`src/uart_rx_defines.svh`:
```
/*
 * Receiver sizing constants shared by the packages, the RTL and the testbench
 * RX_CNT_W must hold the value RX_FIFO_DEPTH itself, not only DEPTH-1
 * OVS_RATE is assumed to be a power of two and DATA_W is fixed at 8 bits
 */

`ifndef UART_RX_DEFINES_SVH
`define UART_RX_DEFINES_SVH

// Number of status words the receive FIFO can hold
`define RX_FIFO_DEPTH 32

// Width of the fill count and of the threshold input
`define RX_CNT_W 6

// Oversample ticks per bit and the tick count at the middle of the start bit
`define OVS_RATE 16
`define OVS_MID 7

// Width of the data field in the status word
`define DATA_W 8

`endif

```
`src/uart_cfg_pkg.sv`:
```
/*
 * Line format encodings as seen on the configuration ports
 * Parity mode 2'b11 is not named but behaves exactly like PAR_NONE
 */

`default_nettype none

package uart_cfg_pkg;

  // Number of data bits per character, encoded as width minus five
  typedef enum logic [1:0] {
    DW_5BIT = 2'b00,
    DW_6BIT = 2'b01,
    DW_7BIT = 2'b10,
    DW_8BIT = 2'b11
  } data_width_e;

  // Parity is checked only while the upper bit is clear
  // The lower bit then selects odd parity
  typedef enum logic [1:0] {
    PAR_EVEN = 2'b00,
    PAR_ODD  = 2'b01,
    PAR_NONE = 2'b10
  } parity_mode_e;

  // Anything other than SB_2BIT is handled as a single stop bit
  typedef enum logic [1:0] {
    SB_1BIT = 2'b00,
    SB_2BIT = 2'b01
  } stop_bits_e;

endpackage : uart_cfg_pkg

`default_nettype wire

```
`src/uart_rx_pkg.sv`:
```
/*
 * Types private to the receiver
 * The status word layout puts data in the low bits and the flags on top
 */

`default_nettype none

`include "uart_rx_defines.svh"

package uart_rx_pkg;

  // Frame FSM states, one per field of the serial frame
  typedef enum logic [2:0] {
    ST_IDLE,
    ST_START,
    ST_DATA,
    ST_PARITY,
    ST_STOP
  } rx_state_e;

  // One received character as stored in the FIFO
  // Data is right aligned and zero above the configured width
  typedef struct packed {
    logic              overrun;
    logic              frame_err;
    logic              parity_err;
    logic [`DATA_W-1:0] data;
  } rx_word_t;

endpackage : uart_rx_pkg

`default_nettype wire

```
`src/rx_fifo_if.sv`:
```
/*
 * Internal link between the frame FSM, the receive FIFO and the ready logic
 * Strobes carry no handshake and a write into a full FIFO is lost
 */

`default_nettype none

`include "uart_rx_defines.svh"

interface rx_fifo_if
  import uart_rx_pkg::*;
();

  // Write side, driven by the frame FSM for a single cycle per character
  logic     write;
  rx_word_t wr_word;

  // Read strobe from the host side of the receiver
  logic     read;

  // FIFO state, the head word is valid whenever empty is low
  rx_word_t              rd_word;
  logic                  empty;
  logic                  full;
  logic [`RX_CNT_W-1:0]  count;

  // Frame FSM pushes words and only needs to know when they would be lost
  modport producer (
    output write,
    output wr_word,
    input  full
  );

  // The FIFO itself owns the head word and all status
  modport store (
    input  write,
    input  wr_word,
    input  read,
    output rd_word,
    output empty,
    output full,
    output count
  );

  // Ready interrupt logic only observes the traffic and the fill level
  modport monitor (
    input write,
    input read,
    input count,
    input empty
  );

endinterface : rx_fifo_if

`default_nettype wire

```
`src/rx_fifo.sv`:
```
/*
 * First-word-fall-through FIFO of receiver status words
 * Writes while full are dropped and reads while empty are ignored
 * The head word is meaningful only while empty is low
 */

`default_nettype none

`include "uart_rx_defines.svh"

module rx_fifo
  import uart_rx_pkg::*;
(
  input  logic     clk_i,
  input  logic     rst_n_i,
  rx_fifo_if.store fifo
);

  localparam int unsigned DEPTH = `RX_FIFO_DEPTH;
  localparam int unsigned PTR_W = $clog2(DEPTH);

  rx_word_t             mem [DEPTH];
  logic [PTR_W-1:0]     wr_ptr_q;
  logic [PTR_W-1:0]     rd_ptr_q;
  logic [`RX_CNT_W-1:0] count_q;
  logic [`RX_CNT_W-1:0] count_d;
  logic                 empty_q;
  logic                 full_q;
  logic                 do_wr;
  logic                 do_rd;

  // Accepted operations after the full and empty guards
  assign do_wr = fifo.write && !full_q;
  assign do_rd = fifo.read && !empty_q;

  // A read and a write together leave the level unchanged
  always_comb begin
    case ({do_wr, do_rd})
      2'b10:   count_d = count_q + 1'b1;
      2'b01:   count_d = count_q - 1'b1;
      default: count_d = count_q;
    endcase
  end

  // Pointers wrap explicitly so any depth works
  always_ff @(posedge clk_i) begin
    if (!rst_n_i) begin
      wr_ptr_q <= '0;
      rd_ptr_q <= '0;
      count_q  <= '0;
      empty_q  <= 1'b1;
      full_q   <= 1'b0;
    end else begin
      if (do_wr) begin
        wr_ptr_q <= (wr_ptr_q == PTR_W'(DEPTH - 1)) ? '0 : wr_ptr_q + 1'b1;
      end
      if (do_rd) begin
        rd_ptr_q <= (rd_ptr_q == PTR_W'(DEPTH - 1)) ? '0 : rd_ptr_q + 1'b1;
      end
      count_q <= count_d;
      // Flags are registered from the next count to keep them glitch free
      empty_q <= (count_d == '0);
      full_q  <= (count_d == DEPTH);
    end
  end

  always_ff @(posedge clk_i) begin
    if (do_wr) begin
      mem[wr_ptr_q] <= fifo.wr_word;
    end
  end

  // Head of the queue falls through without a read latency
  assign fifo.rd_word = mem[rd_ptr_q];
  assign fifo.empty   = empty_q;
  assign fifo.full    = full_q;
  assign fifo.count   = count_q;

  a_count_max : assert property (@(posedge clk_i) disable iff (!rst_n_i)
    count_q <= DEPTH);

  // Pointers meet only when the count says empty or full
  a_empty_count : assert property (@(posedge clk_i) disable iff (!rst_n_i)
    (wr_ptr_q == rd_ptr_q) == (count_q == '0 || count_q == DEPTH));

endmodule : rx_fifo

`default_nettype wire

```
`src/rx_frame_fsm.sv`:
```
/*
 * Oversampled UART frame receiver, 16 ticks per bit on ov_baud_rt_i
 * The start bit is not re-checked at its middle, a glitch starts a frame
 * Every stop bit sampled low flags a frame error in the status word
 */

`default_nettype none

`include "uart_rx_defines.svh"

module rx_frame_fsm
  import uart_cfg_pkg::*, uart_rx_pkg::*;
(
  input  logic         clk_i,
  input  logic         rst_n_i,
  input  logic         enable_i,
  input  logic         ov_baud_rt_i,
  input  logic         rx_i,
  input  data_width_e  data_width_i,
  input  parity_mode_e parity_mode_i,
  input  stop_bits_e   stop_bits_number_i,
  input  logic         rxd_rdy_i,
  output logic         rx_done_o,
  rx_fifo_if.producer  fifo
);

  localparam int unsigned OVS_W = $clog2(`OVS_RATE);
  localparam int unsigned BIT_W = $clog2(`DATA_W);

  rx_state_e          state_q;
  logic [OVS_W-1:0]   ovs_cnt_q;
  logic [BIT_W-1:0]   bit_cnt_q;
  logic [BIT_W-1:0]   last_bit;
  logic               stop_cnt_q;
  logic               stop_ok_q;
  logic [`DATA_W-1:0] shift_q;
  logic               par_q;
  logic               par_en;
  logic               mid_tick;
  logic               smp_tick;
  logic               last_stop;
  logic               done;
  logic [`DATA_W-1:0] rx_data;

  // ------------------------------------------------------------------------
  // Tick strobes
  // ------------------------------------------------------------------------

  // Middle of the start bit is reached after OVS_MID+1 ticks
  assign mid_tick = ov_baud_rt_i && (state_q == ST_START) &&
                    (ovs_cnt_q == OVS_W'(`OVS_MID));

  // From there every full bit period lands again in the middle of a bit
  assign smp_tick = ov_baud_rt_i && (state_q inside {ST_DATA, ST_PARITY, ST_STOP}) &&
                    (ovs_cnt_q == OVS_W'(`OVS_RATE - 1));

  // Index of the last data bit, the width code is width minus five
  assign last_bit  = BIT_W'({1'b0, data_width_i} + 3'd4);
  assign par_en    = !parity_mode_i[1];
  assign last_stop = (stop_bits_number_i != SB_2BIT) || stop_cnt_q;

  // The counter restarts on every sample so the next one is a bit later
  always_ff @(posedge clk_i) begin
    if (!rst_n_i) begin
      ovs_cnt_q <= '0;
    end else if (state_q == ST_IDLE || mid_tick || smp_tick) begin
      ovs_cnt_q <= '0;
    end else if (ov_baud_rt_i) begin
      ovs_cnt_q <= ovs_cnt_q + 1'b1;
    end
  end

  // ------------------------------------------------------------------------
  // Frame sequencing
  // ------------------------------------------------------------------------

  always_ff @(posedge clk_i) begin
    if (!rst_n_i) begin
      state_q    <= ST_IDLE;
      bit_cnt_q  <= '0;
      stop_cnt_q <= 1'b0;
      stop_ok_q  <= 1'b1;
    end else begin
      case (state_q)
        // Falling edge on the line while enabled starts a frame
        ST_IDLE: begin
          if (enable_i && !rx_i) begin
            state_q <= ST_START;
          end
        end
        ST_START: begin
          if (mid_tick) begin
            bit_cnt_q <= '0;
            state_q   <= ST_DATA;
          end
        end
        ST_DATA: begin
          if (smp_tick) begin
            bit_cnt_q <= bit_cnt_q + 1'b1;
            if (bit_cnt_q == last_bit) begin
              stop_cnt_q <= 1'b0;
              stop_ok_q  <= 1'b1;
              state_q    <= par_en ? ST_PARITY : ST_STOP;
            end
          end
        end
        ST_PARITY: begin
          if (smp_tick) begin
            state_q <= ST_STOP;
          end
        end
        ST_STOP: begin
          if (smp_tick) begin
            // A low first stop bit must survive into the second one
            stop_ok_q  <= stop_ok_q & rx_i;
            stop_cnt_q <= 1'b1;
            if (last_stop) begin
              state_q <= ST_IDLE;
            end
          end
        end
        default: state_q <= ST_IDLE;
      endcase
    end
  end

  // Data arrives LSB first so each bit enters at the top and moves down
  always_ff @(posedge clk_i) begin
    if (smp_tick && state_q == ST_DATA) begin
      shift_q <= {rx_i, shift_q[`DATA_W-1:1]};
    end
    if (smp_tick && state_q == ST_PARITY) begin
      par_q <= rx_i;
    end
  end

  // ------------------------------------------------------------------------
  // Status word
  // ------------------------------------------------------------------------

  // Narrow characters stop short of bit 0 and need a right shift
  always_comb begin
    case (data_width_i)
      DW_5BIT: rx_data = {3'b000, shift_q[7:3]};
      DW_6BIT: rx_data = {2'b00, shift_q[7:2]};
      DW_7BIT: rx_data = {1'b0, shift_q[7:1]};
      default: rx_data = shift_q;
    endcase
  end

  // Character ends on the tick that samples the last stop bit
  assign done      = smp_tick && (state_q == ST_STOP) && last_stop;
  assign rx_done_o = done;

  // The pulse still happens when the FIFO is full, only the write is lost
  assign fifo.write = done && !fifo.full;

  assign fifo.wr_word.data       = rx_data;
  // Odd parity inverts the expected bit via the low mode bit
  assign fifo.wr_word.parity_err = par_en && (par_q ^ (^rx_data) ^ parity_mode_i[0]);
  assign fifo.wr_word.frame_err  = !(stop_ok_q & rx_i);
  // A character still waiting to be serviced is about to be overtaken
  assign fifo.wr_word.overrun    = rxd_rdy_i;

  // ------------------------------------------------------------------------
  // Assertions
  // ------------------------------------------------------------------------

  // Receiver stays idle while disabled
  a_idle_enable : assert property (@(posedge clk_i) disable iff (!rst_n_i)
    (state_q == ST_IDLE && !enable_i) |=> (state_q == ST_IDLE));

  // Writes come from the last stop sample and end the frame
  a_write_stop : assert property (@(posedge clk_i) disable iff (!rst_n_i)
    fifo.write |-> (state_q == ST_STOP && ov_baud_rt_i) ##1 (state_q == ST_IDLE));

endmodule : rx_frame_fsm

`default_nettype wire

```
`src/rx_ready_irq.sv`:
```
/*
 * Ready interrupt for the receive FIFO
 * Standard mode flags every character, data stream mode flags a fill level
 * Threshold 0 in data stream mode means the FIFO has to be full
 */

`default_nettype none

`include "uart_rx_defines.svh"

module rx_ready_irq (
  input  logic                 clk_i,
  input  logic                 rst_n_i,
  input  logic                 rx_data_stream_mode_i,
  input  logic [`RX_CNT_W-1:0] threshold_i,
  output logic                 rxd_rdy_o,
  rx_fifo_if.monitor           mon
);

  localparam int unsigned DEPTH = `RX_FIFO_DEPTH;

  logic [`RX_CNT_W-1:0] post_cnt;
  logic                 thr_hit;
  logic                 set_rdy;
  logic                 clr_rdy;
  logic                 rdy_q;

  // Fill level as it will be once the current write lands
  // A write is never issued while full so this cannot overflow
  assign post_cnt = mon.count + 1'b1;

  assign thr_hit = (threshold_i == '0) ? (post_cnt == DEPTH) : (post_cnt >= threshold_i);

  assign set_rdy = mon.write && (!rx_data_stream_mode_i || thr_hit);

  // Standard mode is serviced by the read itself
  // Data stream mode stays pending until the host has drained everything
  assign clr_rdy = rx_data_stream_mode_i ? mon.empty : mon.read;

  // A new character wins over a clear in the same cycle
  always_ff @(posedge clk_i) begin
    if (!rst_n_i) begin
      rdy_q <= 1'b0;
    end else if (set_rdy) begin
      rdy_q <= 1'b1;
    end else if (clr_rdy) begin
      rdy_q <= 1'b0;
    end
  end

  assign rxd_rdy_o = rdy_q;

  // In standard mode every stored character raises the interrupt
  // and leaves a word waiting in the FIFO
  a_std_raise : assert property (@(posedge clk_i) disable iff (!rst_n_i)
    (!rx_data_stream_mode_i && mon.write) |=> (rxd_rdy_o && !mon.empty));

endmodule : rx_ready_irq

`default_nettype wire

```
`src/uart_rx_top.sv`:
```
/*
 * UART receiver with a status word FIFO and a ready interrupt
 * Error outputs are only valid in the cycle that pops their word
 * rx_fifo_full_o is a plain level and full drops incoming characters
 */

`default_nettype none

`include "uart_rx_defines.svh"

module uart_rx_top
  import uart_cfg_pkg::*, uart_rx_pkg::*;
(
  input  logic                 clk_i,
  input  logic                 rst_n_i,
  input  logic                 enable_i,
  input  logic                 ov_baud_rt_i,
  input  logic                 rx_i,
  input  logic                 rx_fifo_read_i,
  input  logic [`RX_CNT_W-1:0] threshold_i,
  input  logic                 rx_data_stream_mode_i,
  input  data_width_e          data_width_i,
  input  stop_bits_e           stop_bits_number_i,
  input  parity_mode_e         parity_mode_i,
  output logic                 rx_fifo_full_o,
  output logic                 rx_fifo_empty_o,
  output logic                 rx_done_o,
  output logic                 rxd_rdy_o,
  output logic [`DATA_W-1:0]   data_rx_o,
  output logic                 frame_error_o,
  output logic                 parity_error_o,
  output logic                 overrun_error_o
);

  rx_fifo_if fifo_if ();

  rx_word_t head_word;
  logic     rdy;

  assign fifo_if.read = rx_fifo_read_i;

  // ------------------------------------------------------------------------
  // Receive path
  // ------------------------------------------------------------------------

  rx_frame_fsm u_frame_fsm (
    .clk_i              (clk_i),
    .rst_n_i            (rst_n_i),
    .enable_i           (enable_i),
    .ov_baud_rt_i       (ov_baud_rt_i),
    .rx_i               (rx_i),
    .data_width_i       (data_width_i),
    .parity_mode_i      (parity_mode_i),
    .stop_bits_number_i (stop_bits_number_i),
    .rxd_rdy_i          (rdy),
    .rx_done_o          (rx_done_o),
    .fifo               (fifo_if.producer)
  );

  rx_fifo u_rx_fifo (
    .clk_i   (clk_i),
    .rst_n_i (rst_n_i),
    .fifo    (fifo_if.store)
  );

  // Pending interrupt also tags the next character as an overrun
  rx_ready_irq u_ready_irq (
    .clk_i                 (clk_i),
    .rst_n_i               (rst_n_i),
    .rx_data_stream_mode_i (rx_data_stream_mode_i),
    .threshold_i           (threshold_i),
    .rxd_rdy_o             (rdy),
    .mon                   (fifo_if.monitor)
  );

  // ------------------------------------------------------------------------
  // Host side outputs
  // ------------------------------------------------------------------------

  assign head_word       = fifo_if.rd_word;
  assign data_rx_o       = head_word.data;
  assign rxd_rdy_o       = rdy;
  assign rx_fifo_full_o  = fifo_if.full;
  assign rx_fifo_empty_o = fifo_if.empty;

  // Flags show up as one cycle pulses together with the popping read
  assign frame_error_o   = head_word.frame_err & rx_fifo_read_i;
  assign parity_error_o  = head_word.parity_err & rx_fifo_read_i;
  assign overrun_error_o = head_word.overrun & rx_fifo_read_i;

endmodule : uart_rx_top

`default_nettype wire
```
`config.mk`:
```
export PLATFORM = sky130hd
export DESIGN_NAME = uart_rx_top
export DESIGN_NICKNAME = d
export VERILOG_FILES = /design/src/uart_cfg_pkg.sv /design/src/uart_rx_pkg.sv /design/src/rx_fifo_if.sv /design/src/rx_fifo.sv /design/src/rx_frame_fsm.sv /design/src/rx_ready_irq.sv /design/src/uart_rx_top.sv
export VERILOG_INCLUDE_DIRS = /design/src
export SDC_FILE = /design/constraint.sdc
export NUM_CORES = 1
export LEC_CHECK = 0
export ABC_CLOCK_PERIOD_IN_PS = 7000
export BUFFER_PORTS_ARGS = -buffer_cell sky130_fd_sc_hd__buf_4
export CORE_UTILIZATION = 51
export DETAILED_ROUTE_END_ITERATION = 8
export PLACE_DENSITY = 0.75
export SYNTH_ARGS = -nofsm -noshare
export SYNTH_HDL_FRONTEND = slang
export SYNTH_SLANG_ARGS = --single-unit
export TNS_END_PERCENT = 1
```
`constraint.sdc`:
```
create_clock -name clk_i -period 7 [get_ports clk_i]
set_input_delay 1.4 -clock clk_i [delete_from_list [all_inputs] [get_ports clk_i]]
set_output_delay 1.4 -clock clk_i [all_outputs]
set_load 0.01 [all_outputs]
```
==> run metrics, run 1 <==
status complete, no violations; CTS Buffer Depth 3; Ports 34; Slew Viols, Final 0; number of synthesized flops with an enable pin 361; setup TNS 0 ns; WHS 0.4738 ns; layout cells sized above 1 26.75%; Yosys reg bits 397; Site Rows 64; Setup Skew 0.01317 ns; RSZ-0062 raised after global routing no; CTS Buf Count 40; postcts setup bufs 0; Worst-path clk slew 0.06 ns; Max Fanout on Critical Path 47; worst hold path class flop to flop; syn_nets 886; Required @ worst endpoint 5.60 ns; crit path kind flop to output port; Async SR Flop Fraction 0%; Die Ht 180.4 µm; Clock Latency Late Sink 0.53 ns; top cells by area, synth edfxtp_1, mux4_2, dfxtp_1; largest family of logic cells by synthesized area multiplexers; Via-to-Cell Ratio 6.023; setup ws final 2.108 ns; most frequent cells after synthesis edfxtp_1, mux4_2, nor2_1; xor-xnor portion of the synthesized cell area 1.110%; final setup fails 0; Starting Density 52.39%; Startpoint Class flop; Worst slew margin 17.71%; pre-CTS setup slack 2.541 ns; RD Place Congestion 0.7872; die width 180.4 µm; max frequency 0.2044 GHz; drt first pass iters 5; clock sinks 397; peak supply drop 0.0001904 V; nets@finish 949; Synth warnings 0; count of different cell masters after synthesis 52; Final ANT Viol Nets 0; power consumption 4.868 mW; core area 0.03099 mm²; leak pwr 6.007 nW; Synth Area in Compound Gates 2.150%; port bufs 33; initial antenna violation count 1; most frequent cell after synthesis edfxtp_1; PD cells 264.7 mW/mm²; Worst setup EP type output port; total global routing overflow 0; simple-gate portion of the synthesized area 4.671%; Top FF cell, synth edfxtp_1; Tightest Pin Transition 1.230 ns; synthesized area per cell 19.14 µm²; Post-CTS Resized 0; wire length per cell 25.24 µm; die area 0.03255 mm²; CTS root buffer clkbuf_16; vias in the first global route 8142; design area 0.01839 mm²; All-Layer GR Usage 21.27%; hold_buf cts 0; Min-Delay Startpoint u_frame_fsm.stop_ok_q; DRC 0; H-tree depth 2; Post-Syn Instances 848; cell taking the most area after synthesis edfxtp_1; vias 8059; Starting DRT DRC Count 781; post-synthesis adder-cell area fraction 1.464%; Final Cycle Share 69.89%; largest net degree at the start of global routing 64; Max Cap Viol 0; endpoints failing hold 0; Area growth, synth to finish 13.27%; Synth top area share 66.77%; CTS tree yes; first-pass GRT wire length 50550 µm; Ant. Diodes 0; register area share after synthesis 71.21%; area post-placement 0.01704 mm²; minimum clock period 4.892 ns; DRT Wirelength 33780 µm; post-synthesis mux area share 17.58%; Syn Std Cell Area 0.01623 mm²; CP Data Arrival Time 3.49 ns; start of the worst register-to-register path u_frame_fsm.ovs_cnt_q[0]; Filler cells 2143; placed wire-length estimate 19330 µm
[routing by layer]
layer	routed length, µm	track usage [%]
met1	13710	28.89
met3	2708	4.588
met2	16680	34.74
met4	673	6.427
met5	0	0
[worst max-delay path, stage by stage (launching register included)]
cell,delay (ns)
dfxtp_4,0.89
buf_12,0.41
mux4_1,0.59
mux4_2,0.51
mux2i_1,0.24
nor2b_1,0.09
buf_4,0.15
[cell families after synthesis]
group,after synthesis
buffers and inverters,61
AOI/OAI and AO/OA,55
and+or+nand+nor,157
xor gates and xnor gates,19
DFF,397
muxes,140
adders and majority gates,19
[layout by cell type (no fill, tap or decap), types with 3 or more instances in the layout]
cell and n:
clkinv_2 9, a21oi_1 14, clkinv_1 6, nand2b_1 4, nand3b_1 3, a31oi_1 4
dfxtp_1 32, o21ai_0 8, nor3_1 8, edfxtp_1 361, clkinvlp_4 3, nand2_1 37
and3_1 4, nand3_1 9, xor2_1 6, mux2_2 8, xnor2_1 12, and2_1 4
mux4_2 101, mux4_1 11, mux2i_1 16, inv_2 3, o221ai_1 4, nand4_1 4
bufinv_16 6, nor2b_1 11, clkbuf_16 41, o21ai_1 6, mux2i_2 4, buf_4 65
inv_1 13, nor4b_1 3, nor2_1 56, ha_1 19, or3_1 3, a21boi_1 9
clkbuf_1 4, nor3b_1 3
[state kept, by name (all words and copies together), names as in the netlist, named ones only]
signal                  count
u_frame_fsm.bit_cnt_q       3
u_frame_fsm.shift_q         8
u_rx_fifo.wr_ptr_q          5
u_rx_fifo.mem             352
u_rx_fifo.fifo.empty        1
u_frame_fsm.state_q         3
u_frame_fsm.stop_ok_q       1
u_rx_fifo.rd_ptr_q          5
u_rx_fifo.fifo.count        6
u_rx_fifo.fifo.full         1
u_ready_irq.rxd_rdy_o       1
u_frame_fsm.par_q           1
u_frame_fsm.stop_cnt_q      1
u_frame_fsm.ovs_cnt_q       4
[final cells by class]
| type | instances | area [µm²] | share of cell area, % |
|---|---|---|---|
| flip-flops and latches | 397 | 11570 | 62.92 |
| multi-input cells | 390 | 4400 | 23.93 |
| clock buffers | 46 | 1055 | 5.736 |
| repair buffers | 66 | 508.0 | 2.762 |
| well taps | 396 | 495.5 | 2.694 |
| clock inverters | 27 | 299.0 | 1.626 |
| inverters | 16 | 60.06 | 0.3266 |
[through the flow]
| stage | utilization [%] | std cells |
|---|---|---|
| CTS | 59.34 | 1338 |
| detailed placement | 54.97 | 1265 |
| finish | 59.34 | 1338 |
| global route | 59.34 | 1338 |
| global placement | 54.97 | 1265 |
| floorplan | - | 848 |
[path summary, 6_finish.rpt]
kind                            slack [ns]  cells past startpoint                    end
worst max-delay path                  2.11                      6         parity_error_o
worst min-delay path                  0.47                      2  u_frame_fsm.stop_ok_q
worst max register to register        3.62                      7    u_rx_fifo.mem[2][7]
worst min register to register        0.47                      2  u_frame_fsm.stop_ok_q
[report_power, final]
group	switching (mW)	total (mW)	leakage (nW)	internal [mW]
sequential	0.00344	2.59	3.68	2.59
clock	0.882	2.19	0.662	1.31
combinational	0.0571	0.0857	1.66	0.0286
total	0.943	4.87	6.01	3.93
Note: power is estimated with default switching activity, not from simulation.
==> run 2, diff against run 1 <==
--- a/config.mk
+++ b/config.mk
@@ -6,7 +6,7 @@
 export SDC_FILE = /design/constraint.sdc
 export NUM_CORES = 1
 export LEC_CHECK = 0
-export ABC_CLOCK_PERIOD_IN_PS = 7000
+export ABC_CLOCK_PERIOD_IN_PS = 4980
 export BUFFER_PORTS_ARGS = -buffer_cell sky130_fd_sc_hd__buf_4
 export CORE_UTILIZATION = 51
 export DETAILED_ROUTE_END_ITERATION = 8
==> constraint.sdc (replaced) <==
create_clock -name clk_i -period 4.98 [get_ports clk_i]
set_input_delay 0.996 -clock clk_i [delete_from_list [all_inputs] [get_ports clk_i]]
set_output_delay 0.996 -clock clk_i [all_outputs]
set_load 0.01 [all_outputs]
==> run metrics, run 2 (same netlist as run 1, synthesis figures left out) <==
pre-CTS setup slack 1.224 ns (-1.317 ns); Area growth, synth to finish 12.42%; total global routing overflow 0 (unchanged); drt first pass iters 4 (-1); max FFs per register 352 (unchanged); core area 0.03099 mm² (unchanged); die area 0.03255 mm² (unchanged); largest net degree at the start of global routing 41 (-36%); final setup fails 0 (unchanged); max frequency 0.2369 GHz; WP buf/inv 2 (unchanged); crit-path max cell delay 0.74 ns (-0.15 ns); Worst path slowest cell dfxtp_4; Via-to-Cell Ratio 6.018 (about the same); vias in the first global route 8070 (-0.88%); Setup Skew 0.02278 ns (+0.009610 ns); Slew Viols, Final 0 (unchanged); Startpoint Class flop; vias 8070 (+0.14%); minimum clock period 4.220 ns; CP Data Arrival Time 3.22 ns (-0.27 ns); Clock Latency Late Sink 0.53 ns (about the same); Starting Density 52.39% (unchanged); Ports 34 (unchanged); worst-path cell chain buf_12 > mux4_1 > mux4_2 > mux2_2 > buf_4; status complete, no violations; Worst-path clk slew 0.06 ns (about the same); DRC 0 (unchanged); peak supply drop 0.0002217 V (+16%); Max Cap Viol 0 (unchanged); All-Layer GR Usage 20.44% (-0.83 points); RSZ-0062 raised after global routing no; setup ws final 0.7595 ns (-1.348 ns); CTS Buffer Depth 3 (unchanged); Required @ worst endpoint 3.98 ns (-1.62 ns); CTS root buffer clkbuf_16; Tightest Pin Transition 1.299 ns (+0.06909 ns); Final Cycle Share 84.75%; initial antenna violation count 2 (+1); DRT Wirelength 32510 µm (-3.8%); Ant. Diodes 0 (unchanged); port bufs 33 (unchanged); clock sinks 397 (unchanged); leak pwr 5.936 nW (-1.2%); H-tree depth 2 (unchanged); Starting DRT DRC Count 714 (-8.6%); Post-CTS Resized 0 (unchanged); hold_buf cts 0 (unchanged); Max Fanout on Critical Path 36 (-23%); Die Ht 180.4 µm (unchanged); Worst slew margin 13.41% (-4.3 points); crit path kind flop to output port; worst hold path class flop to flop; first-pass GRT wire length 49150 µm (-2.8%); Worst setup EP type output port; Site Rows 64 (unchanged); Worst path top cell family by delay multiplexers; largest register by flop count u_rx_fifo.mem; CTS tree yes; commonest non-fill, non-tap cells in the layout edfxtp_1, mux4_2, buf_4; setup TNS 0 ns (unchanged); most common cell after layout, fill and taps aside edfxtp_1; wire length per cell 24.24 µm (-4.0%); CTS Buf Count 39 (-2.5%); Core Util, Final 58.89% (-0.44 points); postcts setup bufs 0 (unchanged); RD Place Congestion 0.7774 (-1.2%); Final ANT Viol Nets 0 (unchanged); layout cells sized above 1 25.29% (-1.5 points); die width 180.4 µm (unchanged); endpoints failing hold 0 (unchanged); PD cells 352.6 mW/mm² (+33%); placed wire-length estimate 19950 µm (+3.2%); nets@finish 954 (+0.53%)
run 2: changes by cell type in the layout (fill, tap and decap cells not counted), moves of 2 or more:
cell        delta
clkbuf_1      +12
clkinv_2       -6
bufinv_16      -5
buf_4          +4
clkinv_1       +3
clkinvlp_4     -3
buf_12         +2
clkbuf_16      -2
clkinv_8       +2
inv_6          -2
run 2: per-stage QoR:
step / std cells / instance area (µm²) / hold slack (ns) / total power, mW
2_1_floorplan: 848 / 16230 / 0.4387 / 3.785
3_3_place_gp: 1271 / 17100 / 0.4511 / 3.833
3_5_place_dp: 1271 / 17100 / 0.4725 / 3.838
4_1_cts: 1341 / 18250 / 0.4807 / 6.478
5_1_grt: 1341 / 18250 / 0.5100 / 6.610
6_report: 1341 / 18250 / 0.4814 / 6.435
run 2: power breakdown:
| group | total [mW] | internal [mW] | switching [mW] | leakage [nW] |
|---|---|---|---|---|
| combinational | 0.123 | 0.0421 | 0.0812 | 1.70 |
| clock | 2.67 | 1.51 | 1.16 | 0.553 |
| sequential | 3.64 | 3.64 | 0.00454 | 3.68 |
| total | 6.44 | 5.19 | 1.25 | 5.94 |
run 2: final timing paths:
path                                               start                     end  cells past startpoint  slack [ns]
worst max-delay path                                flop            data_rx_o[1]                      5        0.76
worst min-delay path              u_frame_fsm.shift_q[1]  u_frame_fsm.shift_q[0]                      0        0.48
worst max register to register  u_frame_fsm.ovs_cnt_q[0]    u_rx_fifo.fifo.empty                     11        1.69
worst min register to register    u_frame_fsm.shift_q[1]  u_frame_fsm.shift_q[0]                      0        0.48
run 2: area by class of cell:
class / count / area, µm²
clock buffer: 55 / 1036
fill: 2211 / 12740
tap: 396 / 495.5
sequential: 397 / 11570
inverter: 16 / 60.06
multi-input combinational: 390 / 4400
timing repair buffer: 72 / 578.1
clock inverter: 15 / 111.4
run 2: worst reg2reg max path, cell delays in order (launching register included):
cell and delay (ns):
dfxtp_1 0.37, ha_1 0.22, and4_1 0.26, nand2_1 0.12, or3_1 0.49, inv_2 0.20, ha_1 0.41, nor3_1 0.11
a21oi_1 0.13, o221ai_1 0.15, or4_1 0.59, o21ai_1 0.16
run 2: layer usage:
layer	GRT usage [%]	up-vias	wire (µm)
li1	-	3564	-
met1	28.71	4165	13610
met4	5.197	0	548
met2	32.90	300	15820
met5	0	-	0
met3	4.305	41	2523
==> run 3, diff against run 2 <==
--- a/config.mk
+++ b/config.mk
@@ -6,11 +6,12 @@
 export SDC_FILE = /design/constraint.sdc
 export NUM_CORES = 1
 export LEC_CHECK = 0
-export ABC_CLOCK_PERIOD_IN_PS = 4980
+export ABC_AREA = 1
+export ABC_CLOCK_PERIOD_IN_PS = 3400
 export BUFFER_PORTS_ARGS = -buffer_cell sky130_fd_sc_hd__buf_4
 export CORE_UTILIZATION = 51
 export DETAILED_ROUTE_END_ITERATION = 8
-export PLACE_DENSITY = 0.75
+export PLACE_DENSITY = 0.78
 export SYNTH_ARGS = -nofsm -noshare
 export SYNTH_HDL_FRONTEND = slang
 export SYNTH_SLANG_ARGS = --single-unit
==> constraint.sdc (replaced) <==
create_clock -name clk_i -period 3.4 [get_ports clk_i]
set_input_delay 0.68 -clock clk_i [delete_from_list [all_inputs] [get_ports clk_i]]
set_output_delay 0.68 -clock clk_i [all_outputs]
set_load 0.01 [all_outputs]
==> run metrics, run 3 <==
Site Rows 65 (+1.6%); CTS root buffer clkbuf_16; cell taking the most area after synthesis edfxtp_1; Top FF cell, synth edfxtp_1; CTS tree yes; port bufs 33 (unchanged); register area share after synthesis 69.27% (-1.9 points); drt first pass iters 5 (+1); CP Data Arrival Time 2.61 ns (-0.61 ns); vias 11640 (+44%); Startpoint Class flop; hold_buf cts 0 (unchanged); Final Cycle Share 96.82%; Via-to-Cell Ratio 5.993 (-0.42%); layout cells sized above 1 12.67% (-13 points); Area growth, synth to finish 13.79%; pre-CTS setup slack 0.6513 ns (-0.5722 ns); number of synthesized flops with an enable pin 361 (unchanged); clock sinks 397 (unchanged); worst hold path class input port to flop; Slew Viols, Final 0 (unchanged); xor-xnor portion of the synthesized cell area 0.3149% (-0.79 points); total global routing overflow 0 (unchanged); minimum clock period 3.292 ns; Worst-path clk slew 0.06 ns (about the same); peak supply drop 0.0005324 V (+140%); placed wire-length estimate 23390 µm (+17%); M1 GR Usage 33.27% (+4.6 points); count of different cell masters after synthesis 43 (-17%); Starting Density 52.35% (about the same); setup TNS 0 ns (unchanged); setup ws final 0.1080 ns (-0.6515 ns); post-synthesis adder-cell area fraction 1.424% (-0.040 points); endpoints failing hold 0 (unchanged); Worst slew margin 29.55% (+16 points); max frequency 0.3038 GHz; Final ANT Viol Nets 0 (unchanged); Synth warnings 0 (unchanged); Setup Skew 0.02002 ns (-0.002767 ns); Synth Area in Compound Gates 12.35% (+10 points); Max Cap Viol 0 (unchanged); Die Ht 182.9 µm (+1.4%); post-synthesis mux area share 0% (-18 points); Clock Latency Late Sink 0.54 ns (about the same); Yosys reg bits 397 (unchanged); Tightest Pin Transition 1.054 ns (-0.2447 ns); DRC 0 (unchanged); Async SR Flop Fraction 0% (unchanged); PD cells 635.7 mW/mm² (+80%); All-Layer GR Usage 24.10% (+3.7 points); largest family of logic cells by synthesized area compound AO/OA/AOI/OAI gates; largest net degree at the start of global routing 98 (+140%); Reg2Reg Setup Slack 0.83 ns (-0.86 ns); RD Place Congestion 0.8794 (+13%); met2 usage 37.82% (+4.9 points); Filler cells 2440 (+10%); Worst setup EP type output port; syn_nets 1454 (+64%); status complete, no violations; commonest non-fill, non-tap cells in the layout edfxtp_1, nor2_1, o21ai_0; die area 0.03345 mm² (+2.8%); top cells by area, synth edfxtp_1, nor2_1, o21ai_0; most common cell after layout, fill and taps aside edfxtp_1; CTS Buffer Depth 3 (unchanged); initial antenna violation count 0 (-2); crit path kind flop to output port; Syn Std Cell Area 0.01669 mm² (+2.8%); wire length per cell 20.60 µm (-15%); largest register by flop count u_rx_fifo.mem; simple-gate portion of the synthesized area 12.32% (+7.7 points); Synth top area share 64.95% (-1.8 points); max FFs per register 352 (unchanged); postcts setup bufs 0 (unchanged); most frequent cells after synthesis edfxtp_1, nor2_1, o21ai_0; Required @ worst endpoint 2.72 ns (-1.26 ns); layer with the highest usage met2; RSZ-0062 raised after global routing no; H-tree depth 2 (unchanged); Post-Syn Instances 1416 (+67%); leak pwr 6.683 nW (+13%); core area 0.03188 mm² (+2.9%); vias in the first global route 11330 (+40%); first-pass GRT wire length 61920 µm (+26%); final setup fails 0 (unchanged); Ant. Diodes 0 (unchanged); met3 usage 4.706% (+0.40 points); nets@finish 1513 (+59%); most frequent cell after synthesis edfxtp_1; die width 182.9 µm (+1.4%); CTS Buf Count 41 (+5.1%); Ports 34 (unchanged); DRT Wirelength 40020 µm (+23%); synthesized area per cell 11.79 µm² (-38%); Max Fanout on Critical Path 81 (+130%); Starting DRT DRC Count 1510 (+110%)
==> run 3: cell count changes in the layout (fill, tap and decap cells not counted), moves of 16 or more <==
cell and change:
a21oi_1 +17, buf_4 +19, inv_1 +57, mux2i_1 -16
mux4_2 -101, nand2_1 +78, nand3_1 +60, nor2_1 +203
o21ai_0 +177, o21ai_1 +22, o221ai_1 +60, o22ai_1 +21
==> run 3: cell type report <==
cell class                      instances  area, µm²  area share (%)
Tap cell                              435      544.3           2.866
Inverter                               81      311.5           1.640
Multi-Input combinational cell        861       4415           23.25
Timing Repair Buffer                   93      760.7           4.006
Clock inverter                         23      266.5           1.403
Clock buffer                           53       1124           5.916
Sequential cell                       397      11570           60.92
==> run 3: worst paths after layout <==
| kind | endpoint | startpoint | depth (start not counted) |
|---|---|---|---|
| worst min-delay path | u_frame_fsm.par_q | rx_i | 1 |
| worst max-delay path | frame_error_o | flop | 8 |
| worst min register to register | u_frame_fsm.bit_cnt_q[2] | u_frame_fsm.bit_cnt_q[2] | 2 |
| worst max register to register | u_rx_fifo.fifo.full | u_frame_fsm.ovs_cnt_q[0] | 15 |
==> run 3: stage by stage <==
| step | hold WS (ns) | util [%] | cell area, µm² | instances | total power [mW] |
|---|---|---|---|---|---|
| after floorplan | 0.4393 | - | 16690 | 1416 | 6.903 |
| after global placement | 0.4589 | 55.20 | 17600 | 1867 | 7.440 |
| after detailed placement | 0.4726 | 55.20 | 17600 | 1867 | 7.508 |
| after CTS | 0.3602 | 59.56 | 18990 | 1943 | 12.08 |
| after global routing | 0.3724 | 59.57 | 18990 | 1943 | 12.49 |
| final | 0.3787 | 59.57 | 18990 | 1943 | 12.07 |
==> run 3: report_power, final <==
group | switching (mW) | total (mW) | leakage [nW] | internal [mW]
clock network | 1.82 | 4.61 | 0.680 | 2.79
logic | 1.35 | 1.99 | 2.46 | 0.642
registers | 0.0849 | 5.47 | 3.54 | 5.38
total | 3.25 | 12.1 | 6.68 | 8.82
==> run 3: logic make-up (layout without fill, tap and decap cells) <==
family / after synthesis / in the layout
xor+xnor: 6 / 6
fa+ha+maj: 19 / 19
buf+inv: 158 / 250
simple gates: 487 / 487
compound gates: 349 / 349
flops: 397 / 397
==> run 3: per-layer routing <==
metal  vias up  share of wire [%]
li1       5265                  -
met1      5581                 39
met2       684                 46
met3       114                 11
met4         0                3.3
met5         -                  0
==> run 3: worst max-delay path: stages, from the launching register on <==
cell and delay [ns]:
dfxtp_4 0.39, buf_12 0.31, o21ai_0 0.21, o221ai_1 0.28, nand3_1 0.19, nand2_1 0.15
nor2_1 0.08, nor2_2 0.27, buf_4 0.17
==> run 3: what timing repair did <==
action                                 4_1_cts  5_1_grt
setup endpoints to repair                    1        1
endpoints found under the hold margin        0        0
resized for setup                            1        1
